$ cat src/verilog/fsab_pkg.sv
`default_nettype none

package fsab_pkg;

	// Bus field widths
	parameter int FSAB_DATA_W = 64;
	parameter int FSAB_MASK_W = 8;   // One bit per data byte
	parameter int FSAB_ADDR_W = 31;  // Byte address
	parameter int FSAB_DID_W  = 4;   // Device id and sub-id
	parameter int FSAB_LEN_W  = 4;

	// Bursts run from 1 to FSAB_LEN_MAX words
	parameter int FSAB_LEN_MAX = 8;

	// Credits owned by the master after reset and the header FIFO depth
	parameter int FSAB_INITIAL_CREDITS = 4;

	// Worst case data backlog is a full burst for every credited request
	parameter int FSAB_DFIF_DEPTH = FSAB_INITIAL_CREDITS * FSAB_LEN_MAX;

	// Low address bits below a word are ignored
	parameter int FSAB_WORD_BYTES = 8;

	typedef enum logic {
		FSAB_READ  = 1'b0,
		FSAB_WRITE = 1'b1
	} fsab_mode_e;

endpackage

`default_nettype wire

$ cat src/verilog/fsab_if.sv
`timescale 1ns/1ps
`default_nettype none


// Oldest queued data beat from the data FIFO to the controller
interface fsab_wdata_if import fsab_pkg::*; ();
	logic                   wd_valid;  // Data FIFO non-empty
	logic [FSAB_DATA_W-1:0] wd_data;
	logic [FSAB_MASK_W-1:0] wd_mask;
	logic                   wd_pop;

	modport fifo_side (
		output wd_valid, wd_data, wd_mask,
		input  wd_pop
	);

	modport ctrl_side (
		input  wd_valid, wd_data, wd_mask,
		output wd_pop
	);
endinterface

`default_nettype wire

$ cat src/verilog/fsab_data_fifo.sv
`timescale 1ns/1ps
`default_nettype none

module fsab_data_fifo import fsab_pkg::*; (
	input  logic                   clk,
	input  logic                   Nrst,

	input  logic                   fsabo_valid,
	input  logic [FSAB_DATA_W-1:0] fsabo_data,
	input  logic [FSAB_MASK_W-1:0] fsabo_mask,

	fsab_wdata_if.fifo_side        wd
);

	localparam int PTR_W = $clog2(FSAB_DFIF_DEPTH);

	logic [FSAB_DATA_W-1:0] data_mem [FSAB_DFIF_DEPTH];
	logic [FSAB_MASK_W-1:0] mask_mem [FSAB_DFIF_DEPTH];

	logic [PTR_W:0]         wptr;
	logic [PTR_W:0]         rptr;
	logic                   empty;
	logic                   full;

	assign empty = (wptr == rptr);
	assign full  = (wptr[PTR_W] != rptr[PTR_W]) && (wptr[PTR_W-1:0] == rptr[PTR_W-1:0]);

	always_ff @(posedge clk or negedge Nrst) begin
		if (!Nrst) begin
			wptr <= '0;
			rptr <= '0;
		end else begin
			if (fsabo_valid)  // Every beat, header or not, carries a word
				wptr <= wptr + 1'b1;
			if (wd.wd_pop)
				rptr <= rptr + 1'b1;
		end
	end

	always_ff @(posedge clk) begin
		if (fsabo_valid) begin
			data_mem[wptr[PTR_W-1:0]] <= fsabo_data;
			mask_mem[wptr[PTR_W-1:0]] <= fsabo_mask;
		end
	end

	// Oldest beat stays on the outputs until popped
	assign wd.wd_valid = !empty;
	assign wd.wd_data  = data_mem[rptr[PTR_W-1:0]];
	assign wd.wd_mask  = mask_mem[rptr[PTR_W-1:0]];

	// Depth covers a full burst for every outstanding credit
	a_no_wr_full: assert property (@(posedge clk) disable iff (!Nrst) fsabo_valid |-> !full)
		else $error("Data FIFO written while full");
	a_no_pop_empty: assert property (@(posedge clk) disable iff (!Nrst) wd.wd_pop |-> !empty)
		else $error("Data FIFO popped while empty");

endmodule

`default_nettype wire

$ cat src/flat_wrapper.sv
// flat-port wrapper written by rule: the top's interface ports become plain ports
module fsab_data_fifo_flat import fsab_pkg::*;
  (clk, Nrst, fsabo_valid, fsabo_data, fsabo_mask, wd_wd_valid, wd_wd_data, wd_wd_mask, wd_wd_pop);
  fsab_wdata_if wd_i ();
  input  logic clk;
  input  logic Nrst;
  input  logic fsabo_valid;
  input  logic [FSAB_DATA_W-1:0] fsabo_data;
  input  logic [FSAB_MASK_W-1:0] fsabo_mask;
  output wire logic [$bits(wd_i.wd_valid)-1:0] wd_wd_valid;
  output wire logic [$bits(wd_i.wd_data)-1:0] wd_wd_data;
  output wire logic [$bits(wd_i.wd_mask)-1:0] wd_wd_mask;
  input wire logic [$bits(wd_i.wd_pop)-1:0] wd_wd_pop;
  assign wd_wd_valid = wd_i.wd_valid;
  assign wd_wd_data = wd_i.wd_data;
  assign wd_wd_mask = wd_i.wd_mask;
  assign wd_i.wd_pop = wd_wd_pop;
  fsab_data_fifo u_core (.clk(clk), .Nrst(Nrst), .fsabo_valid(fsabo_valid), .fsabo_data(fsabo_data), .fsabo_mask(fsabo_mask), .wd(wd_i));
endmodule
$ cat config.mk
export PLATFORM = sky130hd
export DESIGN_NAME = fsab_data_fifo_flat
export DESIGN_NICKNAME = d
export VERILOG_FILES = /design/src/verilog/fsab_pkg.sv /design/src/verilog/fsab_if.sv /design/src/verilog/fsab_data_fifo.sv /design/src/flat_wrapper.sv
export SDC_FILE = /design/constraint.sdc
export NUM_CORES = 2
export LEC_CHECK = 0
export ABC_CLOCK_PERIOD_IN_PS = 14000
export BUFFER_PORTS_ARGS = -buffer_cell sky130_fd_sc_hd__buf_2
export CELL_PAD_IN_SITES_DETAIL_PLACEMENT = 1
export CELL_PAD_IN_SITES_GLOBAL_PLACEMENT = 1
export CORE_MARGIN = 2
export CORE_UTILIZATION = 43
export DETAILED_ROUTE_END_ITERATION = 10
export PLACE_DENSITY_LB_ADDON = 0.3
export SLEW_MARGIN = 20
export SYNTH_ARGS = -nofsm -noshare
export SYNTH_HDL_FRONTEND = slang
export SYNTH_SLANG_ARGS = --single-unit
$ cat constraint.sdc
create_clock -name clk -period 14 [get_ports clk]
set_input_delay 2.8 -clock clk [delete_from_list [all_inputs] [get_ports clk]]
set_output_delay 2.8 -clock clk [all_outputs]
set_load 0.1 [all_outputs]
==> impl_metrics.env <==
export IMPL_num_vias=42690
export IMPL_final_cell_mix="edfxtp_1, mux4_2, clkbuf_16"
export IMPL_slowest_stage="buf_4"
export IMPL_arrival_ps=5640
export IMPL_crit_top_cell="buf_4"
export IMPL_grt_pass1_vias=44380
export IMPL_dpl_worst_slack_ps=6286
export IMPL_relSlewSlack_pct=20.78
export IMPL_grt_pass1_wl_um=336700
export IMPL_row_count=166
export IMPL_skew_ps=30.53
export IMPL_final_layout_size_suffix_gt1_share_pct=26.26
export IMPL_cp_end_kind="output port"
export IMPL_pwr_share_seq_pct=38.6
export IMPL_switching_share_pct=36.97
export IMPL_fin_crit_sh_pct=60.28
export IMPL_cts_tree="built"
export IMPL_async_reset_ff_share_pct=0.5181
export IMPL_grt_overflow=0
export IMPL_antenna_found_initial=25
export IMPL_clkPwrFrac_pct=26.7
export IMPL_syn_to_final_growth_pct=12.16
export IMPL_clock_latency_ps=870
export IMPL_hpwl_um=117900
export IMPL_yosys_register_bits=2316
export IMPL_die_area_mm2=0.2082
export IMPL_crit_required_ps=11200
export IMPL_routed_via_density=6.092
export IMPL_syn_inst=3870
export IMPL_hp_class="reg2reg"
export IMPL_min_period_ps=8440
export IMPL_post_drt_wl_per_cell_um=33.78
export IMPL_root_buffer="clkbuf_16"
export IMPL_synth_flop_cell="edfxtp_1"
export IMPL_combPwrFrac_pct=34.7
export IMPL_core_area_mm2=0.2040
export IMPL_synth_edf_count=2304
export IMPL_setup_tns_ps=0
export IMPL_syn_num_nets=3951
export IMPL_cts_max_path_buffers=3
export IMPL_syn_area_mm2=0.08797
export IMPL_setup_viol=0
export IMPL_min_path_cells=1
export IMPL_wirelength_um=236700
export IMPL_drt_iter0_drc=5203
export IMPL_post_cts_buffers=0
export IMPL_pin_count=149
export IMPL_rsz0062_at_grt="no"
export IMPL_final_max_slew_violation_count=0
export IMPL_critPathMaxStageDelay_ps=850
export IMPL_portBuffers=148
export IMPL_grt_max_degree=151
export IMPL_fin_nets=4208
export IMPL_final_common_cell="edfxtp_1"
export IMPL_dr_pass1_iters=5
export IMPL_regArea_mm2=0.06950
export IMPL_yosysSeqAreaShare_pct=78.99
export IMPL_fin_cells=7007
export IMPL_crit_path_start_kind="flip-flop"
export IMPL_dp_cells=6595
export IMPL_clk_pin_slew_worst_paths_ps=60
export IMPL_path_class="reg2out"
export IMPL_max_freq_mhz=118.5
export IMPL_avgSynthCellArea_um2=22.73
export IMPL_status="finished clean"
export IMPL_synth_cell_types=49
export IMPL_cts_resized_gates=0
export IMPL_place_gp_congestion=0.7420
export IMPL_multi_input_area_mm2=0.01729
export IMPL_p_switching_w=0.007904
export IMPL_fin_ws_ps=5560
export IMPL_final_hold_violation_count=0
export IMPL_path_depth=6
export IMPL_power_density_mw_per_mm2=216.7
export IMPL_cts_htree_levels=4
export IMPL_initial_core_util_pct=43.13
export IMPL_critPathBufInv=3
export IMPL_cts_inserted_buffers=218
export IMPL_worst_pin_slew_ps=1188
export IMPL_path_cells="buf_4 -> buf_4 -> nand2_4 -> o221a_2 -> a31oi_1 -> buf_2"
export IMPL_p_int_w=0.01348
export IMPL_fillers=18140
export IMPL_crit_path_max_fanout=58
export IMPL_cap_violations=0
export IMPL_p_leak_nw=30.95
export IMPL_critPathTopFamily="buffers and inverters"
export IMPL_vdd_drop_max_mv=0.1885
export IMPL_cts_hold_buf=0
export IMPL_ant_nets=0
export IMPL_drc=0
export IMPL_die_h_um=456.3
export IMPL_die_width_um=456.3
export IMPL_clkSinkCount=2316
export IMPL_grt_usage_pct=22.63
export IMPL_ys_warn_count=0
export IMPL_r2r_cells=4
==> area by class of cell <==
type / count / share of cell area (%)
timing repair buffer: 261 / 1.685
clock inverter: 127 / 1.001
sequential: 2316 / 70.44
clock buffer: 281 / 5.919
antenna: 4 / 0.01014
multi-input combinational: 1326 / 17.52
tap: 2688 / 3.409
inverter: 4 / 0.01522
==> sequential cells by signal, summed over array words and instances, names as in the netlist <==
signal           flops
u_core.data_mem   2048
u_core.mask_mem    256
u_core.rptr          6
u_core.wptr          6
==> power by group through the flow <==
stage          logic, W  registers [W]  clock network (W)
3_5_place_dp    0.00748        0.00840                  0
3_3_place_gp    0.00742        0.00837                  0
6_report        0.00742        0.00825            0.00571
2_1_floorplan   0.00564        0.00831                  0
4_1_cts         0.00750        0.00825            0.00580
5_1_grt         0.00774        0.00828            0.00605
==> path summary, 6_finish.rpt <==
path                                      from                     end  slack, ps
worst max-delay path            u_core.rptr[2]          wd_wd_data[36]       5560
worst min-delay path            u_core.rptr[5]          u_core.rptr[5]        490
worst max register to register  u_core.wptr[2]  u_core.mask_mem[15][4]       9960
worst min register to register  u_core.rptr[5]          u_core.rptr[5]        490
max in group asynchronous                 Nrst          u_core.rptr[1]      11810
min in group asynchronous                 Nrst          u_core.wptr[5]       1850
==> stage by stage <==
step | instance area (um^2) | utilization (%) | hold WS (ps) | power, W
floorplan | 87970 | - | 460.4 | 0.01395
global placement | 91800 | 45.01 | 477.5 | 0.01579
detailed placement | 91820 | 45.02 | 482.0 | 0.01588
CTS | 98650 | 48.37 | 491.8 | 0.02156
global route | 98670 | 48.38 | 530.0 | 0.02207
finish | 98670 | 48.38 | 490.5 | 0.02138
==> synth_stat cells (3+ instances only) <==
| cell | number | area share [%] |
|---|---|---|
| a211oi_1 | 35 | 0.30 |
| a21oi_1 | 36 | 0.20 |
| a221o_1 | 35 | 0.40 |
| a22o_1 | 36 | 0.36 |
| a22oi_1 | 71 | 0.61 |
| a31oi_1 | 35 | 0.25 |
| buf_1 | 9 | 0.038 |
| buf_12 | 7 | 0.16 |
| buf_2 | 84 | 0.48 |
| buf_4 | 20 | 0.17 |
| buf_6 | 41 | 0.52 |
| buf_8 | 4 | 0.068 |
| clkbuf_1 | 58 | 0.25 |
| dfrtp_1 | 12 | 0.34 |
| edfxtp_1 | 2304 | 79 |
| ha_1 | 5 | 0.071 |
| inv_1 | 4 | 0.017 |
| mux2_1 | 5 | 0.064 |
| mux2_2 | 65 | 0.83 |
| mux2i_1 | 215 | 2.4 |
| mux4_2 | 432 | 11 |
| nand2_1 | 49 | 0.21 |
| nand3_1 | 7 | 0.040 |
| nand4_1 | 3 | 0.021 |
| nor2_1 | 26 | 0.11 |
| nor2_2 | 3 | 0.021 |
| nor2b_1 | 5 | 0.036 |
| nor3_1 | 11 | 0.063 |
| o21ai_0 | 4 | 0.023 |
| o221a_1 | 10 | 0.13 |
| o221a_2 | 25 | 0.32 |
| o221ai_1 | 37 | 0.37 |
| o22ai_1 | 142 | 1.0 |
| xnor2_1 | 6 | 0.060 |
| xor2_1 | 8 | 0.080 |
==> kinds of logic (layout without fill, tap and decap cells) <==
logic type               after synthesis  in the layout  synth area share (%)
XOR/XNOR                              14             14                0.1394
multiplexers                         720            720                 14.48
AND/OR/NAND/NOR                      118            118                0.6102
buffers and inverters                228            673                 1.710
adder cells (fa/ha/maj)                5              5               0.07111
other                                  0              4                     0
AO/OA/AOI/OAI                        469            469                 4.002
flip-flops                          2316           2316                 78.99
==> metal layers <==
layer / vias to the layer above / track usage, % / routed length [um]
li1: 17150 / - / -
met1: 23480 / 31.91 / 98490
met2: 1716 / 37.28 / 117300
met3: 340 / 3.477 / 15830
met4: 12 / 5.326 / 5007
met5: - / 0 / 59
(Power assumes the default switching activity.)
