## src/verilog/fsab_pkg.sv

```systemverilog
`default_nettype none

package fsab_pkg;

	// Bus field widths
	parameter int FSAB_DATA_W = 64;
	parameter int FSAB_MASK_W = 8;   // One bit per data byte
	parameter int FSAB_ADDR_W = 31;  // Byte address
	parameter int FSAB_DID_W  = 4;   // Device id and sub-id
	parameter int FSAB_LEN_W  = 4;

	// Bursts run from 1 to FSAB_LEN_MAX words
	parameter int FSAB_LEN_MAX = 8;

	// Credits owned by the master after reset and the header FIFO depth
	parameter int FSAB_INITIAL_CREDITS = 4;

	// Worst case data backlog is a full burst for every credited request
	parameter int FSAB_DFIF_DEPTH = FSAB_INITIAL_CREDITS * FSAB_LEN_MAX;

	// Low address bits below a word are ignored
	parameter int FSAB_WORD_BYTES = 8;

	typedef enum logic {
		FSAB_READ  = 1'b0,
		FSAB_WRITE = 1'b1
	} fsab_mode_e;

endpackage

`default_nettype wire

```

## src/verilog/fsab_if.sv

```systemverilog
`timescale 1ns/1ps
`default_nettype none

// Oldest queued request header from the request FIFO to the controller
interface fsab_req_if import fsab_pkg::*; ();
	logic                   req_valid;  // Header FIFO non-empty
	fsab_mode_e             req_mode;
	logic [FSAB_DID_W-1:0]  req_did;
	logic [FSAB_DID_W-1:0]  req_subdid;
	logic [FSAB_ADDR_W-1:0] req_addr;
	logic [FSAB_LEN_W-1:0]  req_len;
	logic                   req_pop;    // Next header shows up one cycle later

	modport fifo_side (
		output req_valid, req_mode, req_did, req_subdid, req_addr, req_len,
		input  req_pop
	);

	modport ctrl_side (
		input  req_valid, req_mode, req_did, req_subdid, req_addr, req_len,
		output req_pop
	);
endinterface


`default_nettype wire

```

## src/verilog/fsab_req_fifo.sv

```systemverilog
`timescale 1ns/1ps
`default_nettype none

module fsab_req_fifo import fsab_pkg::*; (
	input  logic                   clk,
	input  logic                   Nrst,

	input  logic                   fsabo_valid,
	input  fsab_mode_e             fsabo_mode,
	input  logic [FSAB_DID_W-1:0]  fsabo_did,
	input  logic [FSAB_DID_W-1:0]  fsabo_subdid,
	input  logic [FSAB_ADDR_W-1:0] fsabo_addr,
	input  logic [FSAB_LEN_W-1:0]  fsabo_len,

	fsab_req_if.fifo_side          req
);

	localparam int PTR_W = $clog2(FSAB_INITIAL_CREDITS);

	typedef struct packed {
		fsab_mode_e             mode;
		logic [FSAB_DID_W-1:0]  did;
		logic [FSAB_DID_W-1:0]  subdid;
		logic [FSAB_ADDR_W-1:0] addr;
		logic [FSAB_LEN_W-1:0]  len;
	} hdr_t;

	hdr_t hdr_mem [FSAB_INITIAL_CREDITS];

	// Extra pointer bit tells full from empty
	logic [PTR_W:0]        wptr;
	logic [PTR_W:0]        rptr;
	logic                  empty;
	logic                  full;

	logic [FSAB_LEN_W-1:0] beats_left;  // Data-only beats still due from the current write
	logic                  hdr_wr;
	hdr_t                  hdr_in;
	hdr_t                  hdr_out;

	assign empty = (wptr == rptr);
	assign full  = (wptr[PTR_W] != rptr[PTR_W]) && (wptr[PTR_W-1:0] == rptr[PTR_W-1:0]);

	// Only the first beat of a request is a header
	assign hdr_wr = fsabo_valid && (beats_left == '0);

	assign hdr_in = '{mode: fsabo_mode, did: fsabo_did, subdid: fsabo_subdid,
	                  addr: fsabo_addr, len: fsabo_len};

	always_ff @(posedge clk or negedge Nrst) begin
		if (!Nrst) begin
			beats_left <= '0;
		end else if (hdr_wr && fsabo_mode == FSAB_WRITE && fsabo_len > FSAB_LEN_W'(1)) begin
			beats_left <= fsabo_len - 1'b1;  // Header beat already carried word 0
		end else if (fsabo_valid && beats_left != '0) begin
			beats_left <= beats_left - 1'b1;
		end
	end

	always_ff @(posedge clk or negedge Nrst) begin
		if (!Nrst) begin
			wptr <= '0;
			rptr <= '0;
		end else begin
			if (hdr_wr)
				wptr <= wptr + 1'b1;
			if (req.req_pop)
				rptr <= rptr + 1'b1;
		end
	end

	always_ff @(posedge clk) begin
		if (hdr_wr)
			hdr_mem[wptr[PTR_W-1:0]] <= hdr_in;
	end

	// Show-ahead head of queue
	assign hdr_out        = hdr_mem[rptr[PTR_W-1:0]];
	assign req.req_valid  = !empty;
	assign req.req_mode   = hdr_out.mode;
	assign req.req_did    = hdr_out.did;
	assign req.req_subdid = hdr_out.subdid;
	assign req.req_addr   = hdr_out.addr;
	assign req.req_len    = hdr_out.len;

	// A master that respects its credits can never overrun this queue
	a_no_wr_full: assert property (@(posedge clk) disable iff (!Nrst) hdr_wr |-> !full)
		else $error("Request FIFO written while full");
	a_no_pop_empty: assert property (@(posedge clk) disable iff (!Nrst) req.req_pop |-> !empty)
		else $error("Request FIFO popped while empty");

endmodule

`default_nettype wire
```

## src/flat_wrapper.sv

```systemverilog
// flat-port wrapper written by rule: the top's interface ports become plain ports
module fsab_req_fifo_flat import fsab_pkg::*;
  (clk, Nrst, fsabo_valid, fsabo_mode, fsabo_did, fsabo_subdid, fsabo_addr, fsabo_len, req_req_valid, req_req_mode, req_req_did, req_req_subdid, req_req_addr, req_req_len, req_req_pop);
  fsab_req_if req_i ();
  input  logic clk;
  input  logic Nrst;
  input  logic fsabo_valid;
  input  fsab_mode_e fsabo_mode;
  input  logic [FSAB_DID_W-1:0] fsabo_did;
  input  logic [FSAB_DID_W-1:0] fsabo_subdid;
  input  logic [FSAB_ADDR_W-1:0] fsabo_addr;
  input  logic [FSAB_LEN_W-1:0] fsabo_len;
  output wire logic [$bits(req_i.req_valid)-1:0] req_req_valid;
  output wire logic [$bits(req_i.req_mode)-1:0] req_req_mode;
  output wire logic [$bits(req_i.req_did)-1:0] req_req_did;
  output wire logic [$bits(req_i.req_subdid)-1:0] req_req_subdid;
  output wire logic [$bits(req_i.req_addr)-1:0] req_req_addr;
  output wire logic [$bits(req_i.req_len)-1:0] req_req_len;
  input wire logic [$bits(req_i.req_pop)-1:0] req_req_pop;
  assign req_req_valid = req_i.req_valid;
  assign req_req_mode = req_i.req_mode;
  assign req_req_did = req_i.req_did;
  assign req_req_subdid = req_i.req_subdid;
  assign req_req_addr = req_i.req_addr;
  assign req_req_len = req_i.req_len;
  assign req_i.req_pop = req_req_pop;
  fsab_req_fifo u_core (.clk(clk), .Nrst(Nrst), .fsabo_valid(fsabo_valid), .fsabo_mode(fsabo_mode), .fsabo_did(fsabo_did), .fsabo_subdid(fsabo_subdid), .fsabo_addr(fsabo_addr), .fsabo_len(fsabo_len), .req(req_i));
endmodule
```

## config.mk

```make
export PLATFORM = sky130hd
export DESIGN_NAME = fsab_req_fifo_flat
export DESIGN_NICKNAME = d
export VERILOG_FILES = /design/src/verilog/fsab_pkg.sv /design/src/verilog/fsab_if.sv /design/src/verilog/fsab_req_fifo.sv /design/src/flat_wrapper.sv
export SDC_FILE = /design/constraint.sdc
export NUM_CORES = 1
export LEC_CHECK = 0
export BUFFER_PORTS_ARGS = -buffer_cell sky130_fd_sc_hd__buf_4
export CORE_UTILIZATION = 50
export DETAILED_ROUTE_END_ITERATION = 10
export PLACE_DENSITY = 0.71
export SETUP_SLACK_MARGIN = 0.5
export SLEW_MARGIN = 15
export SYNTH_ARGS = -nofsm -noshare
export SYNTH_HDL_FRONTEND = slang
export SYNTH_SLANG_ARGS = --single-unit
```

## constraint.sdc

```tcl
create_clock -name clk -period 3.15 [get_ports clk]
set_input_delay 0.63 -clock clk [delete_from_list [all_inputs] [get_ports clk]]
set_output_delay 0.63 -clock clk [all_outputs]
set_load 0.005 [all_outputs]
```

==> flow_summary.toml, run 1 <==
[pwr]
p_per_area_nw_per_um2 = 804.7
ir_drop_mv = 0.4494
p_leak_nw = 2.996

[place]
portBuffers = 92
dpl_cell_area_um2 = 8009
place_congestion = 0.7448
dpl.hpwl_um = 7431

[synthesis]
async_flop_share = 0.05376
seq_area_frac_synth = 0.7859
synth_area_um2 = 7043
syn_avg_cell_area_um2 = 23.40
yosysTopAreaCellShare = 0.7504
synth_cell_type_count = 28
yosys_register_bits = 186
syn_inst = 301
synth_most_common_cell = "edfxtp_1"
synth_ff_type = "edfxtp_1"
synth_fp_nets = 358
synthTopCellsByCount = "edfxtp_1 (176), mux4_2 (44), dfrtp_1 (10), ha_1 (9), inv_1 (8)"
netlist_top_cells_area = "edfxtp_1 (75%), mux4_2 (14%), dfrtp_1 (3.6%)"
yosys.area.top_type = "edfxtp_1"
yosysWarnings = 0
synth-edff-count = 176

[critical_path]
worstSetupEndpointType = "output pin"
crit_buf_inv = 2
slowest_stage = "dfrtp_4"
cp.arrival_ns = 1.91
crit_path_start_kind = "flip-flop"
timing.critical_path.mode_cell = "buf_4"
r2r_slack_ns = 0.99
cp_cell_sequence = "buf_4 > mux4_2 > buf_4"
worstReg2RegEnd = "u_core.hdr_mem[0][16]"
path_max_fanout = 27
cp.depth = 3
cp-endpoint = "req_req_addr[27]"
r2r_cells = 5
crit_path_start = "u_core.rptr[1]"
rr_startpoint = "u_core.beats_left[0]"
critPathTopFamily = "flip-flops"
slowest_delay_ns = 0.68
criticalPathCategory = "reg2out"
cp.required_ns = 2.52

[routing]
dr.first_iter.drc_count = 276
wl_per_cell_um = 19.88
routed_via_density = 5.483
drc = 0
ant_nets = 0
firstDrtPassIters = 4
vias = 3328
wirelength_um = 12070

[sta]
fmax_ghz = 0.3932
tightest_slew_ns = 0.6529
setup_violations = 0
hold_viol = 0
timing.max_slew.rel_slack = 0.5610
final.setup.tns_ns = 0
fin_crit_ns = 2.543
finalCritPeriodShare = 0.8073
rsz0062_at_grt = "no"
skew_ns = 0.008912
whs_ns = 0.01960
maxSlewViolCount = 0

[clock_tree]
ctsRootBufferMaster = "clkbuf_16"
htreeDepth = 4
cts-buffers-inserted = 17
cts_tree = "done"
clk_transition_reported_paths_ns = 0.06
numClockSinks = 186
insertion_delay_ns = 0.43
clock_path_buffers = 2

[global_route]
grt_antenna_before_repair = 0
grt_pass1_vias = 3519
grt_first_pass_wirelength_um = 18770
track_usage = 0.1839
gr-total-overflow = 0
grt_max_degree = 35

[final_layout]
area_delta_synth_final_pct = 22.67
diodes = 0
nNetsFinal = 471
drive_gt1_frac = 0.4356
nFillCells = 936
final_area_um2 = 8640

[floorplanning]
std_cell_rows = 43
initial_core_util = 0.5094
die_width_um = 120.7
coreArea_um2 = 13830
die_y_um = 120.7
io_pins = 93
die-area_um2 = 14560

[flow_run]
drv_cap = 0

[min_path]
hold_path_class = "in2async"

[status]
run_status = "finished, final reports clean"
-- state kept, by name, indices dropped and copies added, names as in the netlist --
register           cells
u_core.wptr            3
u_core.hdr_mem       176
u_core.beats_left      4
u_core.rptr            3
-- cell type report --
type	instances	area, um2	share of cell area
flip-flops and latches	186	5543	0.6416
multi-input cells	97	1405	0.1626
repair buffers	104	850.8	0.09848
clock buffers	19	432.9	0.05011
well taps	180	225.2	0.02607
clock inverters	13	152.6	0.01767
inverters	8	30.03	0.003476
-- per-stage QoR --
stage / total power (W) / cells / worst slack, ns / util
floorplan: 0.004104 / 301 / 0.6866 / -
global placement: 0.004836 / 572 / 0.7107 / 0.5792
detailed placement: 0.004869 / 572 / 0.7042 / 0.5792
CTS: 0.007045 / 607 / 0.5624 / 0.6248
global route: 0.007258 / 607 / 0.5388 / 0.6248
finish: 0.006952 / 607 / 0.6070 / 0.6248
-- worst min path at each step --
stage | startpoint | endpoint | slack, ns | depth (start not counted)
CTS | Nrst | u_core.wptr[1] | 0.006 | 1
finish | Nrst | u_core.wptr[2] | 0.02 | 1
detailed placement | Nrst | u_core.wptr[1] | 0.47 | 1
global route | Nrst | u_core.wptr[1] | 0.01 | 1
floorplan | Nrst | u_core.beats_left[0] | 0.33 | 0
global placement | Nrst | u_core.wptr[2] | 0.47 | 1
-- worst reg2reg max path, stage by stage (launching register included) --
cell and delay (ns):
dfrtp_1 0.42, inv_1 0.10, ha_1 0.19, nor2b_1 0.31, and3_2 0.52, buf_12 0.30
-- layout by cell type, fill, tap and decap left out, drive strengths merged, types with 2 or more instances in the layout --
master / n
mux4: 44
edfxtp: 176
nor2: 2
a21oi: 3
clkbuf: 19
bufinv: 3
nand2: 5
clkinv: 6
ha: 9
and3: 4
inv: 8
nand3: 4
clkinvlp: 4
buf: 104
o21ai: 3
dfrtp: 10
xor2: 3
xnor2: 6
nor3: 3
-- timing repair --
action / 4_1_cts / 5_1_grt
endpoints found under the setup margin: 35 / 0
buffers inserted: 3 / 0
hold endpoints to repair: 0 / 0
hold buffers: 0 / 0
resized for setup: 1 / 0
-- layer usage --
| metal | GRT usage | up-vias | routed length (um) |
|---|---|---|---|
| met4 | 0.09336 | 0 | 359 |
| met5 | 0 | - | 0 |
| met1 | 0.2163 | 1737 | 4784 |
| li1 | - | 1472 | - |
| met2 | 0.3057 | 92 | 6337 |
| met3 | 0.05755 | 27 | 588 |
-- logic make-up after synthesis --
logic type	Yosys count	share of synthesized area
flops	186	0.7859
mux	45	0.1423
simple gates	23	0.01937
buf+inv	18	0.01528
compound gates	11	0.009949
xor+xnor	9	0.01119
fa+ha+maj	9	0.01599
-- where the power goes --
group / internal (W) / switching, W / total (W)
Sequential: 0.00285 / 0.000174 / 0.00302
Combinational: 0.00112 / 0.000722 / 0.00184
Clock: 0.00124 / 0.000851 / 0.00209
Total: 0.00521 / 0.00175 / 0.00695
No activity file was read; power rests on OpenSTA's default activity.
==> inputs of run 2 (changes only) <==
ABC_AREA = 1   (was unset)
clock period = 2.7 ns   (was 3.15 ns; I/O delays follow)
==> flow_summary.toml, run 2 <==
[status]
run_status = "finished, final reports clean"

[floorplanning]
initial_core_util = 0.5162
die_y_um = 122.2
io_pins = 93
std_cell_rows = 43
die-area_um2 = 14930
die_width_um = 122.2
coreArea_um2 = 13990

[sta]
tightest_slew_ns = 0.4022
setup_violations = 0
final.setup.tns_ns = 0
fin_crit_ns = 2.279
hold_viol = 0
finalCritPeriodShare = 0.8442
rsz0062_at_grt = "yes"
timing.max_slew.rel_slack = 0.7313
fmax_ghz = 0.4387
skew_ns = 0.005974
maxSlewViolCount = 0
post-route-worst-setup-slack_ns = 0.4208

[synthesis]
synth_ff_type = "edfxtp_1"
synth-edff-count = 176
synth_most_common_cell = "edfxtp_1"
synthTopCellsByCount = "edfxtp_1 (176), nor2_1 (96), o21ai_0 (89), o22ai_1 (44), nand2_1 (30)"
async_flop_share = 0.05376
netlist_top_cells_area = "edfxtp_1 (73%), o21ai_0 (6.2%), nor2_1 (5.0%)"
yosys.area.top_type = "edfxtp_1"
synthMuxAreaShare = 0
synthSimpleGateAreaFrac = 0.07312
synthAdderAreaFrac = 0.01560
syn_inst = 522
yosys_register_bits = 186
seq_area_frac_synth = 0.7666
synth_area_um2 = 7221
synthXorXnorAreaFrac = 0.01092
synth_cell_type_count = 22
yosysTopAreaCellShare = 0.7319
synth_top_family_by_area = "compound AO/OA/AOI/OAI gates"
synth_fp_nets = 579
synth_compound_area_frac = 0.1038
syn_avg_cell_area_um2 = 13.83
yosysWarnings = 0

[clock_tree]
htreeDepth = 4
cts-buffers-inserted = 17
clk_transition_reported_paths_ns = 0.06
insertion_delay_ns = 0.42
cts_tree = "done"
clock_path_buffers = 2
numClockSinks = 186
ctsRootBufferMaster = "clkbuf_16"

[routing]
wl_per_cell_um = 20.23
routed_via_density = 5.641
drc = 0
dr.first_iter.drc_count = 479
ant_nets = 0
wirelength_um = 16730
vias = 4665
firstDrtPassIters = 4

[min_path]
hold_path_class = "in2reg"
min_to = "u_core.hdr_mem[1][15]"
min_from = "fsabo_addr[11]"
min_path_cells = 1

[final_layout]
area_delta_synth_final_pct = 27.76
multi_input_area_um2 = 1597
drive_gt1_frac = 0.2844
regArea_um2 = 5538
nNetsFinal = 693
diodes = 0
layout_commonest_cell = "edfxtp_1"
largest_register_ff_count = 176
nFillCells = 954
layout_common_cells = "edfxtp_1 (176), buf_4 (104), nor2_1 (84)"

[global_route]
grt_antenna_before_repair = 0
top_usage_layer = "met2"
gr-total-overflow = 0
grt_first_pass_wirelength_um = 23450
use_met2 = 0.3644
grt_use_met3 = 0.06039
grt_pass1_vias = 4473
gr-usage-met1 = 0.2708
grt_max_degree = 47
track_usage = 0.2175

[critical_path]
criticalPathCategory = "reg2out"
worstReg2RegEnd = "u_core.hdr_mem[2][2]"
worstSetupEndpointType = "output pin"
slowest_stage = "dfrtp_2"
r2r_cells = 5
path_max_fanout = 12
rr_startpoint = "u_core.beats_left[0]"
cp_cell_sequence = "buf_12 > buf_16 > nor2_1 > o22ai_1 > buf_4"
cp.required_ns = 2.16
slowest_delay_ns = 0.54
cp.arrival_ns = 1.74
r2r_slack_ns = 0.75
crit_path_start_kind = "flip-flop"

[place]
dpl.hpwl_um = 8461
place_congestion = 0.8346
portBuffers = 92
pre_cts_ws_ns = 0.7082

[pwr]
ir_drop_mv = 0.4898
p_per_area_nw_per_um2 = 1075
p_leak_nw = 3.334

[flow_run]
drv_cap = 0
-- run 2: cell count changes in the layout (fill, tap and decap cells not counted), moves of 5 or more --
cell and delta:
mux4_2 -44, o22ai_2 +6, inv_1 +7, clkbuf_16 +7, nor2_1 +82, o21ai_2 +11
buf_4 +5, buf_16 +5, o22ai_1 +37, nor2_2 +10, o21ai_1 +17, o21ai_0 +62
nand2_1 +25
-- run 2: per-stage QoR --
| step | total power [W] | util | hold slack (ns) | instances | cell area [um2] |
|---|---|---|---|---|---|
| after floorplan | 0.005263 | - | 0.2444 | 522 | 7228 |
| after global placement | 0.006563 | 0.5845 | 0.3779 | 779 | 8177 |
| after detailed placement | 0.006647 | 0.5845 | 0.3812 | 779 | 8177 |
| after CTS | 0.009384 | 0.6394 | 0.2980 | 819 | 8944 |
| after global routing | 0.01036 | 0.6595 | 0.3013 | 827 | 9225 |
| final | 0.009914 | 0.6595 | 0.3147 | 827 | 9225 |
-- run 2: where the power goes --
part	leakage [nW]	switching (W)	total [W]	internal, W
logic	1.37	0.00210	0.00402	0.00192
registers	1.70	0.000156	0.00359	0.00343
clock network	0.262	0.000971	0.00231	0.00133
-- run 2: final cells by class --
class | instances | share of cell area
clock inverter | 11 | 0.01153
multi-input combinational | 290 | 0.1731
sequential | 186 | 0.6003
clock buffer | 19 | 0.04693
inverter | 17 | 0.008138
tap | 180 | 0.02441
timing repair buffer | 124 | 0.1356
-- run 2: logic make-up (layout without fill, tap and decap cells) --
| family | count (synthesis) | in the layout |
|---|---|---|
| adders and majority gates | 9 | 9 |
| AOI/OAI and AO/OA | 138 | 138 |
| buffers and inverters | 46 | 171 |
| xor gates and xnor gates | 9 | 9 |
| DFF | 186 | 186 |
| and+or+nand+nor | 134 | 134 |
-- run 2: what timing repair did --
action	4_1_cts	5_1_grt
endpoints found under the hold margin	10	0
resized for setup	18	48
endpoints found under the setup margin	45	45
pin swaps	2	11
buffers inserted	6	1
gates cloned	3	7
hold buffers	1	0
-- run 2: worst max path at each step --
stage,from,slack (ns),endpoint
finish,u_core.rptr[0],0.42,req_req_addr[22]
floorplan,u_core.beats_left[0],0.23,u_core.hdr_mem[0][0]
global placement,u_core.rptr[0],0.77,req_req_len[0]
CTS,u_core.rptr[0],0.43,req_req_addr[14]
global route,u_core.rptr[0],0.38,req_req_did[2]
detailed placement,u_core.rptr[0],0.71,req_req_len[2]
-- run 2: per-layer routing --
layer  vias up  wire (um)
li1       2153          -
met1      2290       6799
met2       203       8475
met3        19       1235
met4         0        221
met5         -          0
-- run 2: worst max-delay path: cells and delay by family (launching register included) --
family	cells	cell delay (ns)
DFF	1	0.54
buffers and inverters	3	0.50
AOI/OAI and AO/OA	1	0.21
and+or+nand+nor	1	0.06
